**src/rvPkg.sv**
```systemverilog
`default_nettype none

package rvPkg;

  localparam int xlen     = 32;
  localparam int regCount = 32;
  localparam int regAddrW = 5;
  localparam logic [xlen-1:0] nopInstr = 32'h0000_0013;  // ADDI x0, x0, 0

  // Major opcodes kept in this slice
  typedef enum logic [6:0] {
    opLui    = 7'b0110111,
    opAuipc  = 7'b0010111,
    opJal    = 7'b1101111,
    opJalr   = 7'b1100111,
    opBranch = 7'b1100011,
    opLoad   = 7'b0000011,
    opOpImm  = 7'b0010011,
    opStore  = 7'b0100011,
    opOp     = 7'b0110011
  } opcodeE;

  typedef enum logic [2:0] {
    fmtNone = 3'd0,
    fmtU    = 3'd1,
    fmtJ    = 3'd2,
    fmtB    = 3'd3,
    fmtI    = 3'd4,
    fmtS    = 3'd5,
    fmtR    = 3'd6
  } instrFmtE;

  typedef enum logic [3:0] {
    aluAdd,
    aluSub,
    aluSll,
    aluSlt,
    aluSltu,
    aluXor,
    aluSrl,
    aluSra,
    aluOr,
    aluAnd
  } aluOpE;

  typedef struct packed {
    logic [regAddrW-1:0] rd;
    logic [regAddrW-1:0] rs1;
    logic [regAddrW-1:0] rs2;
    logic [2:0]          funct3;
    logic [6:0]          funct7;
    instrFmtE            fmt;
    opcodeE              op;
    aluOpE               aluOp;
    logic [xlen-1:0]     imm;
    logic                illegal;
  } decodedT;

  typedef struct packed {
    logic [xlen-1:0] rs1Data;
    logic [xlen-1:0] rs2Data;
  } operandsT;

  typedef struct packed {
    logic                en;
    logic [regAddrW-1:0] rd;
    logic [xlen-1:0]     data;
  } wbT;

  typedef struct packed {
    logic            valid;
    logic            write;
    logic [2:0]      funct3;  // Access size and sign
    logic [xlen-1:0] addr;
    logic [xlen-1:0] wdata;
  } memReqT;

  typedef struct packed {
    logic            valid;
    logic            illegal;
    wbT              wb;
    logic            branchTaken;  // Also high for JAL and JALR
    logic [xlen-1:0] target;
    memReqT          mem;
  } execResultT;

endpackage

`default_nettype wire
```
**src/decodeExecTop.sv**
```systemverilog
`timescale 1ns/1ps
`default_nettype none

module decodeExecTop (
  input  logic                   clk,
  input  logic                   rstN,
  input  logic                   instrValid,
  input  logic [rvPkg::xlen-1:0] instr,
  input  logic [rvPkg::xlen-1:0] pc,
  output rvPkg::execResultT      result
);
  import rvPkg::*;

  decodedT  decoded;
  operandsT operands;
  wbT       wb;

  instrDecoder u_instrDecoder (
    .instr   (instr),
    .decoded (decoded)
  );

  // Register reads run in parallel with decode
  regFile u_regFile (
    .clk      (clk),
    .rstN     (rstN),
    .rs1      (instr[19:15]),
    .rs2      (instr[24:20]),
    .operands (operands),
    .wb       (wb)
  );

  execUnit u_execUnit (
    .clk        (clk),
    .rstN       (rstN),
    .instrValid (instrValid),
    .pc         (pc),
    .decoded    (decoded),
    .operands   (operands),
    .wb         (wb),
    .result     (result)
  );

endmodule

`default_nettype wire

```
**src/execUnit.sv**
```systemverilog
`timescale 1ns/1ps
`default_nettype none

module execUnit (
  input  logic                   clk,
  input  logic                   rstN,
  input  logic                   instrValid,
  input  logic [rvPkg::xlen-1:0] pc,
  input  rvPkg::decodedT         decoded,
  input  rvPkg::operandsT        operands,
  output rvPkg::wbT              wb,
  output rvPkg::execResultT      result
);
  import rvPkg::*;

  logic [xlen-1:0] opA;
  logic [xlen-1:0] opB;
  logic [xlen-1:0] aluRes;
  logic [xlen-1:0] pcImm;
  logic [xlen-1:0] linkAddr;
  logic            useImm;
  logic            cmpTaken;
  logic            doWrite;
  execResultT      resultNext;

  assign useImm = decoded.op inside {opOpImm, opLoad, opStore, opJalr};

  assign opA      = operands.rs1Data;
  assign opB      = useImm ? decoded.imm : operands.rs2Data;
  assign pcImm    = pc + decoded.imm;
  assign linkAddr = pc + 32'd4;

  always_comb begin
    case (decoded.aluOp)
      aluAdd:  aluRes = opA + opB;
      aluSub:  aluRes = opA - opB;
      aluSll:  aluRes = opA << opB[4:0];
      aluSlt:  aluRes = {31'b0, $signed(opA) < $signed(opB)};
      aluSltu: aluRes = {31'b0, opA < opB};
      aluXor:  aluRes = opA ^ opB;
      aluSrl:  aluRes = opA >> opB[4:0];
      aluSra:  aluRes = $signed(opA) >>> opB[4:0];
      aluOr:   aluRes = opA | opB;
      aluAnd:  aluRes = opA & opB;
      default: aluRes = '0;
    endcase
  end

  // Decoder picked SUB, SLT or SLTU to match funct3
  always_comb begin
    case (decoded.funct3)
      3'b000:         cmpTaken = (aluRes == '0);
      3'b001:         cmpTaken = (aluRes != '0);
      3'b100, 3'b110: cmpTaken = aluRes[0];
      3'b101, 3'b111: cmpTaken = !aluRes[0];
      default:        cmpTaken = 1'b0;
    endcase
  end

  // Loads write nothing in this slice
  assign doWrite = (decoded.fmt inside {fmtU, fmtJ, fmtI, fmtR}) && (decoded.op != opLoad);

  always_comb begin
    wb.en = instrValid && !decoded.illegal && doWrite && (decoded.rd != '0);
    wb.rd = decoded.rd;
    case (decoded.op)
      opLui:         wb.data = decoded.imm;
      opAuipc:       wb.data = pcImm;
      opJal, opJalr: wb.data = linkAddr;
      default:       wb.data = aluRes;
    endcase
  end

  always_comb begin
    resultNext         = '0;
    resultNext.valid   = instrValid;
    resultNext.illegal = instrValid && decoded.illegal;
    resultNext.wb      = wb;

    if (instrValid && !decoded.illegal) begin
      case (decoded.op)
        opJal: begin
          resultNext.branchTaken = 1'b1;
          resultNext.target      = pcImm;
        end
        opJalr: begin
          resultNext.branchTaken = 1'b1;
          resultNext.target      = {aluRes[xlen-1:1], 1'b0};
        end
        opBranch: begin
          resultNext.branchTaken = cmpTaken;
          resultNext.target      = pcImm;  // Valid even when not taken
        end
        opLoad, opStore: begin
          resultNext.mem.valid  = 1'b1;
          resultNext.mem.write  = (decoded.op == opStore);
          resultNext.mem.funct3 = decoded.funct3;
          resultNext.mem.addr   = aluRes;
          if (decoded.op == opStore) begin
            resultNext.mem.wdata = operands.rs2Data;
          end
        end
        default: begin
        end
      endcase
    end
  end

  // Same edge as the register file write
  always_ff @(posedge clk) begin
    if (!rstN) begin
      result <= '0;
    end else begin
      result <= resultNext;
    end
  end

endmodule

`default_nettype wire

```
**src/regFile.sv**
```systemverilog
`timescale 1ns/1ps
`default_nettype none

module regFile (
  input  logic                       clk,
  input  logic                       rstN,
  input  logic [rvPkg::regAddrW-1:0] rs1,
  input  logic [rvPkg::regAddrW-1:0] rs2,
  output rvPkg::operandsT            operands,
  input  rvPkg::wbT                  wb
);
  import rvPkg::*;

  // x0 has no storage
  logic [xlen-1:0] regs [1:regCount-1];

  always_ff @(posedge clk) begin
    if (!rstN) begin
      for (int i = 1; i < regCount; i++) begin
        regs[i] <= '0;
      end
    end else if (wb.en && (wb.rd != '0)) begin
      regs[wb.rd] <= wb.data;
    end
  end

  assign operands.rs1Data = (rs1 == '0) ? '0 : regs[rs1];
  assign operands.rs2Data = (rs2 == '0) ? '0 : regs[rs2];

endmodule

`default_nettype wire

```
**src/instrDecoder.sv**
```systemverilog
`timescale 1ns/1ps
`default_nettype none

module instrDecoder (
  input  logic [rvPkg::xlen-1:0] instr,
  output rvPkg::decodedT         decoded
);
  import rvPkg::*;

  logic [xlen-1:0] immU;
  logic [xlen-1:0] immJ;
  logic [xlen-1:0] immB;
  logic [xlen-1:0] immI;
  logic [xlen-1:0] immS;
  logic [2:0]      funct3;
  logic            altBit;

  assign funct3 = instr[14:12];
  assign altBit = instr[30];  // funct7 bit 5

  assign immU = {instr[31:12], 12'h000};
  assign immJ = {{12{instr[31]}}, instr[19:12], instr[20], instr[30:21], 1'b0};
  assign immB = {{20{instr[31]}}, instr[7], instr[30:25], instr[11:8], 1'b0};
  assign immI = {{21{instr[31]}}, instr[30:20]};
  assign immS = {{21{instr[31]}}, instr[30:25], instr[11:7]};

  // OP and OPIMM share funct3 encodings, only OP has SUB
  function automatic aluOpE arithOp(input logic [2:0] f3, input logic alt,
                                    input logic regForm);
    case (f3)
      3'b000:  return (alt && regForm) ? aluSub : aluAdd;
      3'b001:  return aluSll;
      3'b010:  return aluSlt;
      3'b011:  return aluSltu;
      3'b100:  return aluXor;
      3'b101:  return alt ? aluSra : aluSrl;
      3'b110:  return aluOr;
      default: return aluAnd;
    endcase
  endfunction

  // Compare kind for branches
  function automatic aluOpE cmpOp(input logic [2:0] f3);
    case (f3[2:1])
      2'b10:   return aluSlt;   // BLT, BGE
      2'b11:   return aluSltu;  // BLTU, BGEU
      default: return aluSub;   // BEQ, BNE
    endcase
  endfunction

  always_comb begin
    decoded    = '0;
    decoded.op = opcodeE'(instr[6:0]);

    case (instr[6:0])
      opLui, opAuipc: begin
        decoded.rd  = instr[11:7];
        decoded.imm = immU;
        decoded.fmt = fmtU;
      end

      opJal: begin
        decoded.rd  = instr[11:7];
        decoded.imm = immJ;
        decoded.fmt = fmtJ;
      end

      opBranch: begin
        decoded.rs1    = instr[19:15];
        decoded.rs2    = instr[24:20];
        decoded.funct3 = funct3;
        decoded.imm    = immB;
        decoded.fmt    = fmtB;
        decoded.aluOp  = cmpOp(funct3);
      end

      opJalr, opLoad, opOpImm: begin
        decoded.rd     = instr[11:7];
        decoded.rs1    = instr[19:15];
        decoded.funct3 = funct3;
        decoded.imm    = immI;
        decoded.fmt    = fmtI;
        if (instr[6:0] == opOpImm) begin
          decoded.aluOp = arithOp(funct3, altBit, 1'b0);
        end
      end

      opStore: begin
        decoded.rs1    = instr[19:15];
        decoded.rs2    = instr[24:20];
        decoded.funct3 = funct3;
        decoded.imm    = immS;
        decoded.fmt    = fmtS;
      end

      opOp: begin
        decoded.rd     = instr[11:7];
        decoded.rs1    = instr[19:15];
        decoded.rs2    = instr[24:20];
        decoded.funct3 = funct3;
        decoded.funct7 = instr[31:25];
        decoded.fmt    = fmtR;
        decoded.aluOp  = arithOp(funct3, altBit, 1'b1);
      end

      default: begin
        decoded.illegal = 1'b1;  // FENCE, SYSTEM and unknown
      end
    endcase
  end

endmodule

`default_nettype wire

```
**config.mk**
```make
export PLATFORM = sky130hd
export DESIGN_NAME = decodeExecTop
export DESIGN_NICKNAME = d
export VERILOG_FILES = /design/src/rvPkg.sv /design/src/decodeExecTop.sv /design/src/execUnit.sv /design/src/regFile.sv /design/src/instrDecoder.sv
export SDC_FILE = /design/constraint.sdc
export NUM_CORES = 2
export LEC_CHECK = 0
export CORE_ASPECT_RATIO = 0.9
export CORE_MARGIN = 3
export CORE_UTILIZATION = 55
export CTS_CLUSTER_SIZE = 16
export DETAILED_ROUTE_END_ITERATION = 10
export DONT_BUFFER_PORTS = 1
export GPL_TIMING_DRIVEN = 1
export HOLD_SLACK_MARGIN = 0.05
export PLACE_DENSITY_LB_ADDON = 0.08
export SLEW_MARGIN = 10
export SYNTH_ARGS = -nofsm -noshare
export SYNTH_HDL_FRONTEND = slang
export SYNTH_SLANG_ARGS = --single-unit
```
**constraint.sdc**
```tcl
create_clock -name clk -period 11.4 [get_ports clk]
set_input_delay 0.57 -clock clk [delete_from_list [all_inputs] [get_ports clk]]
set_output_delay 0.57 -clock clk [all_outputs]
set_load 0.1 [all_outputs]
```
# ---- Word level (Yosys, flattened, before mapping)
# Memory sizes are Yosys's and may differ from the RTL's.
# Index checks and enable logic that the tools add are counted.
dict set report totals {
  regBits 142
  mem_bits_rw 992
  input_bits 67
  out_inout_bits 142
  word_cells 119
  memories 1
}
# memory words word_bits rd rd_clocked_by_memory_dff wr line
set mem_list {}
lappend mem_list {u_regFile.regs 31 32 2 0 31 regFile.sv:15} ;# logic [xlen-1:0] regs [1:regCount-1];
dict set report classes {
  n_addsub 4
  order_cmp 2
  n_eq_ne 36
  shifts 3
  mux 28
  n_bitwise 3
  n_reduce_logical 30
}
# op count
set ops {}
lappend ops {{32-bit case mux with 10 select lines} 1}
lappend ops {{32-bit two-way mux} 5}
lappend ops {{32-bit case mux with 5 select lines} 1}
lappend ops {{33-bit case mux with 3 select lines} 1}
lappend ops {{32-bit case mux with 3 select lines} 1}
lappend ops {{69-bit two-way mux} 1}
lappend ops {{32-bit adder} 2}
lappend ops {{32-bit less-than comparator} 2}
lappend ops {{4-bit case mux with 7 select lines} 2}
lappend ops {{32-bit by 3-bit adder with 32-bit output, second input constant} 1}
lappend ops {{32-bit bitwise AND} 1}
lappend ops {{32-bit logical NOT} 1}
lappend ops {{32-bit OR} 1}
lappend ops {{32-bit nonzero test} 1}
lappend ops {{32-bit OR reduction} 1}
lappend ops {{32-bit by 5-bit left shift with 32-bit output} 1}
lappend ops {{32-bit by 5-bit >> shifter with 32-bit output} 1}
lappend ops {{32-bit by 5-bit >>> shifter with 32-bit output} 1}
lappend ops {{32-bit subtractor} 1}
lappend ops {{32-bit XOR} 1}
lappend ops {{3-bit equality test, second input constant} 9}
lappend ops {{7-bit by 6-bit equality test with 1-bit output, second input constant} 3}
lappend ops {{7-bit equality test, second input constant} 3}
lappend ops {{3-bit case mux with 6 select lines} 1}
lappend ops {{32 further kinds} 63}

# ---- Depth between registers and ports, before layout
dict set report depth {
  depth_word 14
  mapped_depth 31
  depth_no_buf 25
}

# ---- Modules after synthesis
# From an unflattened synthesis, not the netlist that was laid out.
dict set report hier_totals {
  cells_unflattened 6171
  area_unflattened_um2 73207.7
}
# mod instances cells_each area_each_um2 seq_area_each_um2
set modules_own_cells {}
lappend modules_own_cells {regFile 1 3505 54214.5 30749.5}
lappend modules_own_cells {execUnit 1 2523 17984.7 2842.7}
lappend modules_own_cells {instrDecoder 1 143 1008.5 0.0}

# ---- Worst setup path after synthesis
# Ideal clock, no wire load.
dict set report synth_path {
  kind {input-to-reg}
  from {in instr[20] (netlist bit)}
  to {reg, netlist name u_execUnit.result[101]}
  setup_ns 0.086
  t_arrival_ns 8.190
  required_ns 11.314
  path_slack_ns 3.125
  path_stages 28
  n_path_buf 8
  path_cell_list {buf_4 -> buf_6 -> buf_6 -> buf_4 -> clkbuf_1 -> buf_1 -> buf_1 -> mux4_2 -> mux4_2 -> a22oi_1 -> o21a_1 -> ha_1 -> clkbuf_1 -> and3b_1 -> o311a_1 -> nor4_1 -> o2111ai_1 -> and2_1 -> a311o_1 -> o31ai_1 -> a32oi_1 -> mux2i_1 -> a2111o_1 -> or4_1 -> nor4_1 -> or4b_1 -> or2_0 -> a211oi_1}
}
dict set report synth_via {
  elab_chain_len 8
  elab_cells_between_ends 21
  cone_classes {2 x add/sub; 2 x order compare; 3 x shift; 6 x mux; 3 x bitwise; 4 x reduce/logical; 1 x memory}
}
# item line
set synth_rtl {}
lappend synth_rtl {{start: declaration} decodeExecTop.sv:8} ;# input logic [rvPkg::xlen-1:0] instr,
lappend synth_rtl {{memory read 31 x 32 bit / 5-bit logical NOT (equally long branches)} -}
lappend synth_rtl {{32-bit two-way mux} regFile.sv:28} ;# assign operands.rs2Data = (rs2 == '0) ? '0 : regs[rs2];
lappend synth_rtl {{32-bit two-way mux (*)} execUnit.sv:29} ;# assign opB = useImm ? decoded.imm : operands.rs2Data;
lappend synth_rtl {{32-bit subtractor, or another cell as far along} execUnit.sv:36} ;# aluSub: aluRes = opA - opB;
lappend synth_rtl {{32-bit case mux with 10 select lines (*)} execUnit.sv:34} ;# case (decoded.aluOp)
lappend synth_rtl {{32-bit nonzero test, or another cell as far along} execUnit.sv:53} ;# 3'b001: cmpTaken = (aluRes != '0);
lappend synth_rtl {{1-bit case mux with 4 select lines (*)} execUnit.sv:51} ;# case (decoded.funct3)
lappend synth_rtl {{33-bit case mux with 3 select lines (*)} execUnit.sv:81} ;# case (decoded.op)
# Every way passes the cells marked *; elsewhere a longest branch is shown, timed or not.
# A chain may end at the register's enable or synchronous reset.

# ---- Worst setup path after layout
dict set report layout_path {
  from {in instr[20] (netlist bit)}
  to {reg, netlist name u_execUnit.result[101]}
}
dict set report layout_via {
  elab_chain_len 8
  elab_cells_between_ends 21
  cone_classes {2 x add/sub; 2 x order compare; 3 x shift; 6 x mux; 3 x bitwise; 4 x reduce/logical; 1 x memory}
}
# item line
set layout_rtl {}
lappend layout_rtl {{memory read 31 x 32 bit / 5-bit logical NOT (equally long branches)} -}
lappend layout_rtl {{32-bit two-way mux} regFile.sv:28}
lappend layout_rtl {{32-bit two-way mux (*)} execUnit.sv:29}
lappend layout_rtl {{32-bit subtractor, or another cell as far along} execUnit.sv:36}
lappend layout_rtl {{32-bit case mux with 10 select lines (*)} execUnit.sv:34}
lappend layout_rtl {{32-bit nonzero test, or another cell as far along} execUnit.sv:53}
lappend layout_rtl {{1-bit case mux with 4 select lines (*)} execUnit.sv:51}
lappend layout_rtl {{33-bit case mux with 3 select lines (*)} execUnit.sv:81}
# Marked as above.

==> impl_metrics.toml <==
[floorplan]
ios = 209
die_area_mm2 = 0.129
fp.dieW_um = 378
die_h_um = 341
start_util_pct = 55.5
rows = 122
core_mm2 = 0.123

[synthesis]
avgSynthCellArea_um2 = 11.5
syn-cell-area_mm2 = 0.0685
synth_enable_flop_cells = 1024
postSynthCellCount = 5961
synthArstFlopShare_pct = 0
dominantRegCellSynth = "edfxtp_1"
ys_seq_area_share_pct = 49.0
yosysWarnings = 0
ys_ff_latch = 1166
yosys.cell_types.count = 105

[final_layout]
num-nets-final = 5949
synthToLayoutAreaGrowth_pct = 8.25
final_area_mm2 = 0.0742
drive_gt1_share_pct = 16.7

[pwr]
sw_frac_of_total_pct = 36.6
pwr-share-seq_pct = 41.2
ir_drop_uv = 148
combinationalPowerShare_pct = 27.7
power_density_mw_per_mm2 = 169
switching_power_mw = 4.59
p_leak_nw = 27.9
p_clk_share_pct = 31.0
p_int_mw = 7.93

[sta]
period_needed_ps = 8850
rsz0062_at_grt = "no"
worst_pin_slew_ps = 1380
slew_headroom_pct = 7.50
fmax_ghz = 0.113
finalCritPeriodShare_pct = 77.7
drv_slew = 0
finalClockSkew_ps = 87.3
setup_viol = 0
hold_viol_final = 0
setup_tns_ps = 0

[routing]
avgViaCountPerCell = 7.48
vias = 55783
route.antenna.remaining_nets = 0
drt-total-wl_mm = 296
first_pass_iters = 8
drc_errors = 0
drtIter0Drc = 9814
routedWlPerCell_um = 39.6

[setup_path]
r2r_start = "u_regFile.regs[31][4]$_SDFFCE_PN0P_"
crit_arrival_ps = 9460
cp_max_fo = 255
r2r_end = "u_execUnit.result[101]$_SDFF_PN0_"
crit_type = "input pin to register"
crit_start = "instr[20]"
crit_path_end = "u_execUnit.result[101]$_SDFF_PN0_"
critPathRequiredTime_ps = 12010
r2r_cells = 21
rrSetupSlack_ps = 2760
cp-start-kind = "input pin"
worstSetupEndpointType = "register"

[placement]
place_congestion = 1.05
hpwlAfterDp_mm = 194
place_area_mm2 = 0.0702
io_buffers = 0

[flow_run]
drv_cap = 0

[grt]
grt_pass1_vias = 52185
gr-total-overflow = 0
grt_max_degree = 300
antenna_found_initial = 12
grt_usage_pct = 45.3
grt_pass1_wl_mm = 408

[clock_tree]
htreeDepth = 3
clockBufferDepth = 3
cts.sinks = 1166
worstSkewPairLatency_ps = 790
ctsRootBufferMaster = "clkbuf_16"
cts_tree = "done"
path_clk_slew_ps = 60
cts_buffers = 116

[status]
status = "finished clean"

[min_path]
hold_depth = 1
min_path_type = "input pin to register"
-- Yosys cell counts, types with 30 or more instances --
cell / instances / area, um^2
o211ai_1: 58 / 435
nand2_1: 328 / 1230
clkbuf_1: 383 / 1440
a21o_1: 47 / 353
mux4_2: 451 / 10200
a221oi_1: 49 / 429
mux2i_1: 291 / 2910
nand3_1: 120 / 601
and2_1: 43 / 269
edfxtp_1: 1024 / 30700
nor2_1: 1301 / 4880
a21oi_1: 173 / 866
and3_1: 35 / 219
inv_1: 141 / 529
o21ai_0: 150 / 751
dfxtp_1: 142 / 2840
buf_1: 48 / 180
ha_1: 133 / 1660
nor3_1: 49 / 245
buf_2: 66 / 330
o221ai_1: 30 / 263
xnor2_1: 55 / 482
o22ai_1: 68 / 425
a211oi_1: 58 / 435
a22oi_1: 144 / 1080
-- final cells by class --
class	instances	area, um^2
timing repair buffer	175	1340
antenna	3	7.51
multi-input combinational	4139	32800
inverter	148	563
clock inverter	65	646
tap	1612	2020
sequential	1166	33600
fill	9962	49200
clock buffer	148	3190
-- through the flow --
step	std cells	power [mW]	util [%]	setup WS [ps]	hold slack, ps
6_report	7456	12.5	60.1	2550	89.6
5_1_grt	7453	12.8	60.1	2540	52.2
4_1_cts	7453	12.3	60.1	3070	62.9
3_5_place_dp	7232	8.52	56.9	2340	722
3_3_place_gp	7232	8.52	56.9	2480	722
2_1_floorplan	5992	7.17	-	3120	716
-- worst min-delay path by stage --
stage	start	end
after global placement	instr[10]	u_execUnit.result[137]$_SDFF_PN0_
after CTS	rstN	u_regFile.regs[26][28]$_SDFFCE_PN0P_
after detailed placement	instr[10]	u_execUnit.result[137]$_SDFF_PN0_
final	rstN	u_regFile.regs[5][23]$_SDFFCE_PN0P_
after global routing	rstN	u_regFile.regs[26][28]$_SDFFCE_PN0P_
after floorplan	instr[7]	u_execUnit.result[134]$_SDFF_PN0_
-- registers in the layout, summed over array words and instances (netlist names) --
name / flops
u_execUnit.result: 142
u_regFile.regs: 1024
-- critical path, stage by stage --
cell      delay [ps]
mux4_2           680
nand2_1           90
and3_1           230
nor4_1           950
buf_4            270
mux2i_2           80
ha_1             490
a2111o_1         270
a31oi_1          100
nor4_1           480
o221ai_1         340
o311ai_0        1010
a41oi_1          380
a21oi_1          410
a32oi_1          160
mux2i_1          180
a2111o_1         590
or4_1            570
nor4_1           160
or4b_1           490
or2_0            240
a211oi_1         230
-- layer usage --
metal | track usage, % | vias to the layer above | routed length (um)
met3 | 16.9 | 959 | 47300
met4 | 23.5 | 12 | 19100
met1 | 60.9 | 27649 | 104000
met5 | 0 | - | 168
met2 | 64.3 | 5146 | 125000
li1 | - | 22017 | -
-- power groups by stage --
| stage | clock (mW) | combinational, mW | sequential, mW |
|---|---|---|---|
| 2_1_floorplan | 0 | 1.97 | 5.20 |
| 3_3_place_gp | 0 | 3.29 | 5.23 |
| 5_1_grt | 4.07 | 3.52 | 5.17 |
| 3_5_place_dp | 0 | 3.27 | 5.24 |
| 6_report | 3.89 | 3.47 | 5.16 |
| 4_1_cts | 3.89 | 3.29 | 5.15 |
-- kinds of logic after synthesis --
| kind of cell | after synthesis | share of synthesized area, % |
|---|---|---|
| flops | 1166 | 49.0 |
| other cells | 1 | 0.00547 |
| mux | 768 | 19.6 |
| buf+inv | 687 | 4.26 |
| fa+ha+maj | 136 | 2.52 |
| compound gates | 1057 | 10.8 |
| simple gates | 2067 | 12.8 |
| xor+xnor | 79 | 1.01 |
-- cell usage in the layout, fill, tap and decap left out, types with 28 or more instances in the layout --
cell,instances
a211oi_1,55
a21o_1,47
a21oi_1,160
a221oi_1,36
a22oi_1,142
and2_1,43
and3_1,34
buf_4,167
clkbuf_16,122
clkinv_1,28
conb_1,32
dfxtp_1,142
edfxtp_1,1024
ha_1,133
inv_1,138
mux2i_1,289
mux4_2,451
nand2_1,265
nand2_2,64
nand3_1,120
nor2_1,1295
nor3_1,47
o211ai_1,58
o21ai_0,147
o221ai_1,30
o22ai_1,68
xnor2_1,55
-- timing repair --
item	CTS	global route
endpoints found under the hold margin	22	0
setup endpoints to repair	0	0
setup buffers	0	0
hold buffers	8	0
gates resized for setup	0	0
(Power assumes the default switching activity.)
